--- src/include/rv_core_macros.svh ---
/*
 * Width, opcode and funct constants of the RV32I core
 * Included by the package, the RTL and the testbench
 */
`ifndef RV_CORE_MACROS_SVH
`define RV_CORE_MACROS_SVH

// Datapath size
`define RV_XLEN       32
`define RV_NUM_REGS   32

// Major opcodes in instr[6:0]
`define RV_OPC_OP_IMM 7'b0010011
`define RV_OPC_OP     7'b0110011
`define RV_OPC_LUI    7'b0110111
`define RV_OPC_STORE  7'b0100011

// funct3 codes in instr[14:12]
`define RV_F3_ADD     3'b000
`define RV_F3_XOR     3'b100
`define RV_F3_SW      3'b010

// funct7 that turns ADD into SUB
`define RV_F7_SUB     7'b0100000

// All four byte lanes
`define RV_BE_WORD    4'b1111

`endif
--- src/logic/rv_core_pkg.sv ---
/*
 * Shared types of the RV32I core
 * Imported by the stages, the register file and the top level
 */
`include "rv_core_macros.svh"

package rv_core_pkg;

  // Machine word and register index
  typedef logic [`RV_XLEN-1:0] word_t;
  typedef logic [$clog2(`RV_NUM_REGS)-1:0] rf_addr_t;

  // ALU function select
  typedef enum logic [1:0] {
    ALU_ADD,
    ALU_SUB,
    ALU_XOR,
    ALU_PASS_B
  } alu_op_e;

  //////////////////////////////////////////////////
  // Stage payloads
  //////////////////////////////////////////////////

  // IF to EX
  typedef struct packed {
    word_t pc;
    word_t instr;
  } if_id_t;

  // EX to LSU, word stores only
  typedef struct packed {
    word_t addr;
    word_t wdata;
  } store_req_t;

endpackage

--- src/logic/rv_pipe_if.sv ---
/*
 * Valid/ready link between two pipeline stages
 * Payload type is set per instance
 */
`timescale 1ns/1ps

interface rv_pipe_if #(
  parameter type T = logic
) ();

  // Transfer on a clock edge with valid and ready both high
  logic valid;
  logic ready;
  T     payload;

  // Upstream side holds valid and payload until the transfer
  modport producer (
    output valid,
    output payload,
    input  ready
  );

  // Downstream side
  modport consumer (
    input  valid,
    input  payload,
    output ready
  );

endinterface

--- src/logic/rv_core.sv ---
/*
 * Top level of the RV32I core
 * Wires fetch, execute, store unit and register file to the two OBI buses
 */
`timescale 1ns/1ps

module rv_core import rv_core_pkg::*; (
  input  logic       clk_i,
  input  logic       rst_i,
  input  logic       fetch_enable_i,
  input  word_t      boot_addr_i,
  // Instruction bus
  output logic       instr_req_o,
  output word_t      instr_addr_o,
  input  logic       instr_gnt_i,
  input  logic       instr_rvalid_i,
  input  word_t      instr_rdata_i,
  // Data bus
  output logic       data_req_o,
  output logic       data_we_o,
  output logic [3:0] data_be_o,
  output word_t      data_addr_o,
  output word_t      data_wdata_o,
  input  logic       data_gnt_i,
  input  logic       data_rvalid_i
);

  // Register file ports
  rf_addr_t rf_raddr_a;
  rf_addr_t rf_raddr_b;
  word_t    rf_rdata_a;
  word_t    rf_rdata_b;
  logic     rf_we;
  rf_addr_t rf_waddr;
  word_t    rf_wdata;

  // Stage links
  rv_pipe_if #(.T(if_id_t))     if_id_bus ();
  rv_pipe_if #(.T(store_req_t)) store_bus ();

  //////////////////////////////////////////////////
  // Fetch
  //////////////////////////////////////////////////

  rv_if_stage u_if_stage (
    .clk_i          ( clk_i          ),
    .rst_i          ( rst_i          ),
    .fetch_enable_i ( fetch_enable_i ),
    .boot_addr_i    ( boot_addr_i    ),
    .instr_req_o    ( instr_req_o    ),
    .instr_addr_o   ( instr_addr_o   ),
    .instr_gnt_i    ( instr_gnt_i    ),
    .instr_rvalid_i ( instr_rvalid_i ),
    .instr_rdata_i  ( instr_rdata_i  ),
    .if_id          ( if_id_bus      )
  );

  //////////////////////////////////////////////////
  // Execute and register file
  //////////////////////////////////////////////////

  rv_ex_stage u_ex_stage (
    .clk_i        ( clk_i      ),
    .rst_i        ( rst_i      ),
    .if_id        ( if_id_bus  ),
    .store        ( store_bus  ),
    .rf_raddr_a_o ( rf_raddr_a ),
    .rf_raddr_b_o ( rf_raddr_b ),
    .rf_rdata_a_i ( rf_rdata_a ),
    .rf_rdata_b_i ( rf_rdata_b ),
    .rf_we_o      ( rf_we      ),
    .rf_waddr_o   ( rf_waddr   ),
    .rf_wdata_o   ( rf_wdata   )
  );

  rv_register_file u_register_file (
    .clk_i     ( clk_i      ),
    .rst_i     ( rst_i      ),
    .raddr_a_i ( rf_raddr_a ),
    .raddr_b_i ( rf_raddr_b ),
    .rdata_a_o ( rf_rdata_a ),
    .rdata_b_o ( rf_rdata_b ),
    .we_i      ( rf_we      ),
    .waddr_i   ( rf_waddr   ),
    .wdata_i   ( rf_wdata   )
  );

  //////////////////////////////////////////////////
  // Stores
  //////////////////////////////////////////////////

  rv_load_store_unit u_load_store_unit (
    .clk_i         ( clk_i         ),
    .rst_i         ( rst_i         ),
    .store         ( store_bus     ),
    .data_req_o    ( data_req_o    ),
    .data_we_o     ( data_we_o     ),
    .data_be_o     ( data_be_o     ),
    .data_addr_o   ( data_addr_o   ),
    .data_wdata_o  ( data_wdata_o  ),
    .data_gnt_i    ( data_gnt_i    ),
    .data_rvalid_i ( data_rvalid_i )
  );

endmodule

--- src/logic/rv_load_store_unit.sv ---
/*
 * Store unit on the data OBI bus
 * One store in flight, busy until its rvalid
 */
`timescale 1ns/1ps
`include "rv_core_macros.svh"

module rv_load_store_unit import rv_core_pkg::*; (
  input  logic        clk_i,
  input  logic        rst_i,
  // From EX
  rv_pipe_if.consumer store,
  // Data OBI bus
  output logic        data_req_o,
  output logic        data_we_o,
  output logic [3:0]  data_be_o,
  output word_t       data_addr_o,
  output word_t       data_wdata_o,
  input  logic        data_gnt_i,
  input  logic        data_rvalid_i
);

  typedef enum logic [1:0] {
    LSU_IDLE,
    LSU_REQ,
    LSU_RESP
  } lsu_state_e;

  lsu_state_e state_q;
  store_req_t req_q;
  logic       accept;

  // Takes a new store only when idle
  assign store.ready = (state_q == LSU_IDLE);
  assign accept      = store.valid && store.ready;

  always_ff @(posedge clk_i) begin
    if (rst_i) begin
      state_q <= LSU_IDLE;
    end else begin
      case (state_q)
        LSU_IDLE: begin
          if (accept) begin
            state_q <= LSU_REQ;
          end
        end
        LSU_REQ: begin
          if (data_gnt_i) begin
            state_q <= LSU_RESP;
          end
        end
        LSU_RESP: begin
          if (data_rvalid_i) begin
            state_q <= LSU_IDLE;
          end
        end
        default: state_q <= LSU_IDLE;
      endcase
    end
  end

  // Registered store, held on the bus until granted
  always_ff @(posedge clk_i) begin
    if (accept) begin
      req_q <= store.payload;
    end
  end

  assign data_req_o   = (state_q == LSU_REQ);
  assign data_we_o    = 1'b1;
  assign data_be_o    = `RV_BE_WORD;
  assign data_addr_o  = req_q.addr;
  assign data_wdata_o = req_q.wdata;

  // No response without a granted store
  a_rvalid_expected: assert property (@(posedge clk_i) disable iff (rst_i)
    data_rvalid_i |-> state_q == LSU_RESP);

endmodule

--- src/logic/rv_register_file.sv ---
/*
 * Integer register file, two read ports and one write port
 * x0 reads as zero
 */
`timescale 1ns/1ps
`include "rv_core_macros.svh"

module rv_register_file import rv_core_pkg::*; (
  input  logic     clk_i,
  input  logic     rst_i,
  // Read ports
  input  rf_addr_t raddr_a_i,
  input  rf_addr_t raddr_b_i,
  output word_t    rdata_a_o,
  output word_t    rdata_b_o,
  // Write port
  input  logic     we_i,
  input  rf_addr_t waddr_i,
  input  word_t    wdata_i
);

  word_t regs_q [`RV_NUM_REGS];

  // Flop array, writes to x0 dropped
  always_ff @(posedge clk_i) begin
    if (rst_i) begin
      for (int i = 0; i < `RV_NUM_REGS; i++) begin
        regs_q[i] <= '0;
      end
    end else if (we_i && (waddr_i != '0)) begin
      regs_q[waddr_i] <= wdata_i;
    end
  end

  // Combinational reads
  assign rdata_a_o = (raddr_a_i == '0) ? '0 : regs_q[raddr_a_i];
  assign rdata_b_o = (raddr_b_i == '0) ? '0 : regs_q[raddr_b_i];

endmodule

--- src/logic/rv_ex_stage.sv ---
/*
 * Decode and execute stage
 * ALU results go to the register file on accept, SW goes to the LSU
 */
`timescale 1ns/1ps
`include "rv_core_macros.svh"

module rv_ex_stage import rv_core_pkg::*; (
  input  logic        clk_i,
  input  logic        rst_i,
  // From IF
  rv_pipe_if.consumer if_id,
  // To LSU
  rv_pipe_if.producer store,
  // Register file read ports
  output rf_addr_t    rf_raddr_a_o,
  output rf_addr_t    rf_raddr_b_o,
  input  word_t       rf_rdata_a_i,
  input  word_t       rf_rdata_b_i,
  // Register file write port
  output logic        rf_we_o,
  output rf_addr_t    rf_waddr_o,
  output word_t       rf_wdata_o
);

  if_id_t     item;
  word_t      instr;
  logic [6:0] opcode;
  logic [2:0] funct3;
  logic [6:0] funct7;
  word_t      imm_i;
  word_t      imm_s;
  word_t      imm_u;
  alu_op_e    alu_op;
  word_t      alu_b;
  word_t      alu_result;
  logic       rf_write;
  logic       is_store;
  store_req_t st_req;

  //////////////////////////////////////////////////
  // Field extraction
  //////////////////////////////////////////////////

  assign item   = if_id.payload;
  assign instr  = item.instr;
  assign opcode = instr[6:0];
  assign funct3 = instr[14:12];
  assign funct7 = instr[31:25];

  // Sign extended I and S forms, U in upper bits
  assign imm_i = {{20{instr[31]}}, instr[31:20]};
  assign imm_s = {{20{instr[31]}}, instr[31:25], instr[11:7]};
  assign imm_u = {instr[31:12], 12'b0};

  assign rf_raddr_a_o = instr[19:15];
  assign rf_raddr_b_o = instr[24:20];

  //////////////////////////////////////////////////
  // Decoder
  //////////////////////////////////////////////////

  // Anything not matched retires with no effect
  always_comb begin
    alu_op   = ALU_ADD;
    alu_b    = rf_rdata_b_i;
    rf_write = 1'b0;
    is_store = 1'b0;
    case (opcode)
      `RV_OPC_OP_IMM: begin
        if (funct3 == `RV_F3_ADD) begin
          alu_b    = imm_i;
          rf_write = 1'b1;
        end
      end
      `RV_OPC_OP: begin
        if (funct3 == `RV_F3_ADD && funct7 == 7'b0) begin
          rf_write = 1'b1;
        end else if (funct3 == `RV_F3_ADD && funct7 == `RV_F7_SUB) begin
          alu_op   = ALU_SUB;
          rf_write = 1'b1;
        end else if (funct3 == `RV_F3_XOR && funct7 == 7'b0) begin
          alu_op   = ALU_XOR;
          rf_write = 1'b1;
        end
      end
      `RV_OPC_LUI: begin
        alu_op   = ALU_PASS_B;
        alu_b    = imm_u;
        rf_write = 1'b1;
      end
      `RV_OPC_STORE: begin
        is_store = (funct3 == `RV_F3_SW);
      end
      default: begin
        rf_write = 1'b0;
      end
    endcase
  end

  // ALU
  always_comb begin
    case (alu_op)
      ALU_ADD: alu_result = rf_rdata_a_i + alu_b;
      ALU_SUB: alu_result = rf_rdata_a_i - alu_b;
      ALU_XOR: alu_result = rf_rdata_a_i ^ alu_b;
      default: alu_result = alu_b;
    endcase
  end

  // Write lands on the accepting edge, next instruction reads it
  assign rf_we_o    = if_id.valid && rf_write;
  assign rf_waddr_o = instr[11:7];
  assign rf_wdata_o = alu_result;

  // Store issue, rs1 plus offset
  assign st_req.addr   = rf_rdata_a_i + imm_s;
  assign st_req.wdata  = rf_rdata_b_i;
  assign store.valid   = if_id.valid && is_store;
  assign store.payload = st_req;

  // Stall only a store the LSU cannot take
  assign if_id.ready = !is_store || store.ready;

  // Stalled store stays offered unchanged, relies on IF holding its slot
  a_store_held: assert property (@(posedge clk_i) disable iff (rst_i)
    store.valid && !store.ready |=> store.valid && $stable(store.payload));

endmodule

--- src/logic/rv_if_stage.sv ---
/*
 * Fetch unit of the core
 * Drives the instruction OBI bus and hands instructions to EX over valid/ready
 */
`timescale 1ns/1ps

module rv_if_stage import rv_core_pkg::*; (
  input  logic        clk_i,
  input  logic        rst_i,
  input  logic        fetch_enable_i,
  input  word_t       boot_addr_i,
  // Instruction OBI bus
  output logic        instr_req_o,
  output word_t       instr_addr_o,
  input  logic        instr_gnt_i,
  input  logic        instr_rvalid_i,
  input  word_t       instr_rdata_i,
  // To EX
  rv_pipe_if.producer if_id
);

  typedef enum logic [1:0] {
    FETCH_IDLE,
    FETCH_REQ,
    FETCH_WAIT
  } fetch_state_e;

  fetch_state_e state_q;
  fetch_state_e state_d;
  word_t        fetch_pc_q;
  word_t        req_pc_q;
  if_id_t       resp_item;
  if_id_t       out_q;
  if_id_t       skid_q;
  logic         out_valid_q;
  logic         skid_valid_q;
  logic         skid_valid_d;
  logic         out_free;
  logic         can_issue;
  logic         granted;

  // Output slot empties or drains this cycle
  assign out_free     = !out_valid_q || if_id.ready;
  assign skid_valid_d = out_free ? 1'b0 : (skid_valid_q || instr_rvalid_i);
  // Issue only if a landing slot is certain for the response
  assign can_issue    = fetch_enable_i && !skid_valid_d;

  // Next request may start in the rvalid cycle itself
  assign instr_req_o  = (state_q == FETCH_REQ) ||
                        ((state_q == FETCH_WAIT) && instr_rvalid_i && can_issue);
  assign instr_addr_o = fetch_pc_q;
  assign granted      = instr_req_o && instr_gnt_i;

  assign resp_item.pc    = req_pc_q;
  assign resp_item.instr = instr_rdata_i;

  // Fetch FSM
  always_comb begin
    state_d = state_q;
    case (state_q)
      FETCH_IDLE: begin
        if (can_issue) begin
          state_d = FETCH_REQ;
        end
      end
      FETCH_REQ: begin
        if (instr_gnt_i) begin
          state_d = FETCH_WAIT;
        end
      end
      FETCH_WAIT: begin
        if (instr_rvalid_i) begin
          if (granted) begin
            state_d = FETCH_WAIT;
          end else if (instr_req_o) begin
            state_d = FETCH_REQ;
          end else begin
            state_d = FETCH_IDLE;
          end
        end
      end
      default: state_d = FETCH_IDLE;
    endcase
  end

  always_ff @(posedge clk_i) begin
    if (rst_i) begin
      state_q      <= FETCH_IDLE;
      fetch_pc_q   <= boot_addr_i;
      out_valid_q  <= 1'b0;
      skid_valid_q <= 1'b0;
    end else begin
      state_q      <= state_d;
      skid_valid_q <= skid_valid_d;
      if (granted) begin
        fetch_pc_q <= fetch_pc_q + 32'd4;
      end
      if (out_free) begin
        out_valid_q <= skid_valid_q || instr_rvalid_i;
      end
    end
  end

  // Payload side, skid entry drains first
  always_ff @(posedge clk_i) begin
    if (granted) begin
      req_pc_q <= fetch_pc_q;
    end
    if (out_free) begin
      if (skid_valid_q) begin
        out_q <= skid_q;
      end else if (instr_rvalid_i) begin
        out_q <= resp_item;
      end
    end else if (instr_rvalid_i) begin
      skid_q <= resp_item;
    end
  end

  assign if_id.valid   = out_valid_q;
  assign if_id.payload = out_q;

  // OBI rules on the fetch side
  a_req_held: assert property (@(posedge clk_i) disable iff (rst_i)
    instr_req_o && !instr_gnt_i |=> instr_req_o && $stable(instr_addr_o));

  a_rvalid_expected: assert property (@(posedge clk_i) disable iff (rst_i)
    instr_rvalid_i |-> state_q == FETCH_WAIT);

endmodule

--- config.mk ---
export PLATFORM = sky130hd
export DESIGN_NAME = rv_core
export DESIGN_NICKNAME = d
export VERILOG_FILES = /design/src/logic/rv_core_pkg.sv /design/src/logic/rv_pipe_if.sv /design/src/logic/rv_core.sv /design/src/logic/rv_load_store_unit.sv /design/src/logic/rv_register_file.sv /design/src/logic/rv_ex_stage.sv /design/src/logic/rv_if_stage.sv
export VERILOG_INCLUDE_DIRS = /design/src /design/src/include
export SDC_FILE = /design/constraint.sdc
export NUM_CORES = 2
export LEC_CHECK = 0
export ABC_AREA = 1
export BUFFER_PORTS_ARGS = -buffer_cell sky130_fd_sc_hd__buf_2
export CELL_PAD_IN_SITES_DETAIL_PLACEMENT = 0
export CELL_PAD_IN_SITES_GLOBAL_PLACEMENT = 2
export CORE_MARGIN = 3
export CORE_UTILIZATION = 42
export CTS_CLUSTER_DIAMETER = 150
export DETAILED_ROUTE_END_ITERATION = 8
export HOLD_SLACK_MARGIN = 0.12
export PLACE_DENSITY_LB_ADDON = 0.1
export SKIP_LAST_GASP = 1
export SYNTH_ARGS = -nofsm -noshare
export SYNTH_HDL_FRONTEND = slang
export SYNTH_SLANG_ARGS = --single-unit
--- constraint.sdc ---
create_clock -name clk_i -period 11.24 [get_ports clk_i]
set_input_delay 2.248 -clock clk_i [delete_from_list [all_inputs] [get_ports clk_i]]
set_output_delay 2.248 -clock clk_i [all_outputs]
set_load 0.1 [all_outputs]
# == Word level (Yosys, flattened, before mapping) ==
# Memories as Yosys holds them, arrays and structs flattened. A register that Yosys moved wholly into a read port is not among the register bits.
# Index checks and enable logic that the tools add are counted.
# classes
bitwise,2
muxes,40
add_sub_neg,4
n_div,0
mul,0
n_reduce_logical,33
shifts,0
eq_ne,19
n_lt_le_gt_ge,0
# ops
op,count
2-to-1 mux 32 bit,8
case mux 32 bit (3 select lines),1
adder 32 bit,2
case mux 32 bit (2 select lines),1
"adder 32 x 3 -> 32 bit, second input constant",1
OR reduction 32 bit,1
subtractor 32 bit,1
XOR 32 bit,1
"== test 7 x 6 -> 1 bit, second input constant",4
2-to-1 mux 2 bit,10
2-to-1 mux 5 bit,3
2-to-1 mux 1 bit,13
case mux 2 bit (3 select lines),2
logical AND 1 bit,11
zero test 5 bit,2
"== test 7 x 5 -> 1 bit, second input constant",1
zero test 7 bit,1
"== test 2 x 1 -> 1 bit, second input constant",3
"== test 2 bit, second input constant",3
zero test 2 bit,3
"inequality test 2 x 1 -> 1 bit, second input constant",3
"inequality test 2 bit, second input constant",3
AND reduction 3 bit,2
nonzero test 5 bit,1
10 further kinds,17
# totals
regBits,166
out_inout_bits,103
latch_bits,0
inputBits,71
mem_bits_rw,1024
n_memories,1
mem_bits_ro,0
word_cells,108
# mem_list
name,depth,word_bits,read_ports,rd_clocked_by_memory_dff,wr,line,rtl
u_register_file.regs_q,32,32,2,2,32,rv_register_file.sv:22,word_t regs_q [`RV_NUM_REGS];

# == Logic depth before layout (Yosys ltp) ==
# depth
ltp_word,14
mapped_depth,40

# == By module ==
# Synthesis repeated with hierarchy kept, for this count alone.
# hier_totals
cells_unflattened,9197
hier_area_um2,72966.2
# by_module_without_submodules
mod,seq_area_each_um2,instances,cells_per_inst,area_per_inst_um2
rv_register_file,30749.5,1,7252,56525.5
rv_if_stage,5845.6,1,707,7965.1
rv_ex_stage,0.0,1,1155,6411.1
rv_load_store_unit,1961.9,1,83,2064.5

# == Worst setup path after synthesis ==
# Ideal clock, no wire load.
# synth_path
path_type,in2out
start,in instr_rvalid_i
end,out instr_req_o
required_time_ns,8.992
n_path_buf,0
path_slack_ns,5.403
cell_stages,6
arrival_ns,3.589
cell_sequence,nor2_1 -> inv_1 -> nand2_1 -> nand2_1 -> nor4_1 -> o21bai_1
# synth_via
elab_chain_cells,6
# synth_rtl
item,line,rtl
"start, declared",rv_core.sv:16,"input logic instr_rvalid_i,"
logical OR 1 bit,rv_if_stage.sv:44,assign skid_valid_d = out_free ? 1'b0 : (skid_valid_q || instr_rvalid_i);
2-to-1 mux 1 bit,rv_if_stage.sv:44,
zero test 1 bit,rv_if_stage.sv:46,assign can_issue = fetch_enable_i && !skid_valid_d;
logical AND 1 bit,rv_if_stage.sv:46,
logical AND 1 bit *,rv_if_stage.sv:50,((state_q == FETCH_WAIT) && instr_rvalid_i && can_issue);
logical OR 1 bit *,rv_if_stage.sv:49,assign instr_req_o = (state_q == FETCH_REQ) ||
"end, declared",rv_core.sv:13,"output logic instr_req_o,"
# Every way passes the cells marked *; elsewhere a longest branch is shown, timed or not.

==> results.sh <==
export IMPL_cts_hold_fix_buffers=0
export IMPL_synth_edf_count=1184
export IMPL_syn_cell_area_um2=68910
export IMPL_synth_avg_cell_area_um2=8.191
export IMPL_crit_required_ns=11.86
export IMPL_ios=174
export IMPL_gr_total_overflow=0
export IMPL_grt_pass1_vias=59070
export IMPL_fin_crit_sh=0.7402
export IMPL_power_leakage_uw=0.03239
export IMPL_syn2layout_area_growth_pct=10.55
export IMPL_final_cell_mix="2064 x nand2_1, 1266 x nor2_1, 1184 x edfxtp_1"
export IMPL_final_common_cell="nand2_1"
export IMPL_status="finished, final reports clean"
export IMPL_yosysTopAreaCell="edfxtp_1"
export IMPL_max_freq_mhz=120.2
export IMPL_fp_dieW_um=411.1
export IMPL_multiInputGateArea_um2=27970
export IMPL_via_per_inst=5.926
export IMPL_report_final_setup_viol=0
export IMPL_path_delay_family="simple AND/OR/NAND/NOR gates"
export IMPL_start_util=0.4229
export IMPL_tightest_slew_ns=1.309
export IMPL_postCtsSetupRepairBufs=0
export IMPL_yosys_area_share_simple=0.2644
export IMPL_fin_setup_tns_ns=0
export IMPL_dieHeight_um=411.1
export IMPL_grt_max_degree=168
export IMPL_dieArea_um2=169000
export IMPL_synth_area_mux_share=0
export IMPL_ys_ff_latch=1200
export IMPL_vias=62630
export IMPL_skew_ns=0.03515
export IMPL_clk_pin_slew_ns=0.06
export IMPL_crit_arrival_ns=8.94
export IMPL_slew_headroom=0.1273
export IMPL_insertion_delay_ns=0.82
export IMPL_critPathMaxFanout=167
export IMPL_irDropWorstVdd_uv=169.3
export IMPL_regArea_um2=35910
export IMPL_crit_path_start_kind="register"
export IMPL_routed_wl_um=302200
export IMPL_wl_met1_um=123400
export IMPL_synthDistinctLibCells=57
export IMPL_port_buffers=168
export IMPL_cap_viol_max_count=0
export IMPL_rows=148
export IMPL_clock_sinks=1200
export IMPL_synthArstFlopShare=0
export IMPL_first_pass_iters=6
export IMPL_post_drt_wl_per_cell_um=28.60
export IMPL_track_usage=0.3498
export IMPL_finalHoldViolCount=0
export IMPL_coreArea_um2=163000
export IMPL_synth_fa_ha_area_frac=0.01220
export IMPL_final_nets=8412
export IMPL_drtIter0Drc=8247
export IMPL_fill_cells=15840
export IMPL_hpwl_um=177300
export IMPL_synth_compound_area_frac=0.1112
export IMPL_powerDensity_nw_per_um2=185.0
export IMPL_ys_flop_type="edfxtp_1"
export IMPL_synth_xor_area_frac=0.01169
export IMPL_clockBufferDepth=3
export IMPL_antenna_left=0
export IMPL_hold_class="register to register"
export IMPL_cts_tree="done"
export IMPL_cts_max_level=4
export IMPL_cts_resized=0
export IMPL_setup_worst_path_class="register to register"
export IMPL_synth_top_area_frac=0.5159
export IMPL_netlist_top_cells_area="edfxtp_1 52%, nand2_1 11%, nor2_1 7.0%"
export IMPL_ys_warn_count=0
export IMPL_drive_gt1_frac=0.08413
export IMPL_rsz0062_at_grt="no"
export IMPL_grt_pass1_wl_um=427000
export IMPL_slew_viol_final=0
export IMPL_period_needed_ns=8.320
export IMPL_synth_top_family_by_area="simple AND/OR/NAND/NOR gates"
export IMPL_cpPeakStageDelay_ns=0.79
export IMPL_routed_wl_met3_um=27660
export IMPL_crit_top_cell="nand2_1"
export IMPL_yosysSeqAreaShare=0.5206
export IMPL_drc=0
export IMPL_gp_congestion=0.9714
export IMPL_synth_cells=8413
export IMPL_routed_top_layer="met5"
export IMPL_cts_made_buffers=143
export IMPL_endpoint_kind="register"
export IMPL_routed_wl_met2_um=132900
export IMPL_hp_start="u_if_stage.skid_q[28]$_DFFE_PP_"
export IMPL_holdWs_ns=0.5047
export IMPL_slowest_stage="buf_4"
export IMPL_cp_num_buf_inv=5
export IMPL_antenna_found_initial=8
export IMPL_root_buffer="clkbuf_16"
## power by group
| part | leakage, uW | switching, uW | internal, uW |
|---|---|---|---|
| logic | 0.0179 | 3280 | 905 |
| clock network | 0.00225 | 1970 | 2710 |
| registers | 0.0122 | 131 | 5100 |
| total | 0.0324 | 5370 | 8720 |
## synthesized netlist by cell type (8+ instances only)
master    instances
nor2_1         1278
ha_1             64
xnor2_1          19
buf_4            18
inv_1           644
o21ai_0         665
edfxtp_1       1184
nor2_2           11
o31ai_1          14
inv_2            14
buf_6             9
dfxtp_1          16
nand2_1        2095
buf_2           289
nand4_1          24
or2_2            13
and2_1           31
clkbuf_1        318
buf_1            35
o211ai_1         52
a21oi_2          31
nand3_1         939
a32o_1           13
a21oi_1         163
nor3_1           34
o21a_1            8
o221ai_1        203
a31oi_1          20
o21ai_1          20
o22ai_1          54
xor2_1           73
## stage by stage
step                power (uW)    util  instance area (um2)  std cells  worst slack [ns]
finish                   14090  0.4675                76180      10570             2.920
global route             14600  0.4675                76180      10570             2.692
CTS                      14090  0.4675                76180      10570             3.288
detailed placement        9433  0.4390                71530      10310             3.355
global placement          9436  0.4390                71530      10310             3.403
floorplan                 7837       -                69040       8448             5.403
## routing by layer
metal,GRT usage,vias to the layer above
met5,0,-
met4,0.1915,2
met3,0.05227,712
met2,0.5356,3555
met1,0.4771,30340
li1,-,28020
## final timing paths
check	endpoint	slack (ns)	cells past startpoint
setup / recovery	u_register_file.regs_q[24][31]$_SDFFCE_PN0P_	2.92	31
hold reg to reg	u_if_stage.if_id.payload[28]$_DFFE_PP_	0.50	2
setup reg to reg	u_register_file.regs_q[24][31]$_SDFFCE_PN0P_	2.92	31
hold / removal	u_if_stage.if_id.payload[28]$_DFFE_PP_	0.50	2
## state kept, by name (all words and copies together), names as in the netlist, named ones only
register and cells:
u_if_stage.skid_q 32, u_if_stage.if_id.payload 32, u_load_store_unit.data_addr_o 32, u_load_store_unit.state_q 2
u_load_store_unit.data_wdata_o 32, u_if_stage.instr_addr_o 32, u_if_stage.skid_valid_q 1, u_if_stage.if_id.valid 1
u_if_stage.state_q 2, u_register_file.regs_q 1024
## kinds of logic after synthesis
logic type      count (synthesis)
simple gates                 4451
buf+inv                      1333
compound gates               1269
flops                        1200
xor+xnor                       92
fa+ha+maj                      66
other cells                     2
## worst min-delay path, cell delays in order, from the launching register on
cell and delay (ns):
edfxtp_1 0.32, nand2_1 0.05, nand2_1 0.05
## cell type report
type,instances,share of cell area
sequential,1200,0.4713
tap,2175,0.03572
inverter,662,0.03319
antenna,1,0.00003285
multi-input combinational,5915,0.3671
timing repair buffer,353,0.03160
clock buffer,167,0.04927
clock inverter,95,0.01174
(Power assumes the default switching activity.)
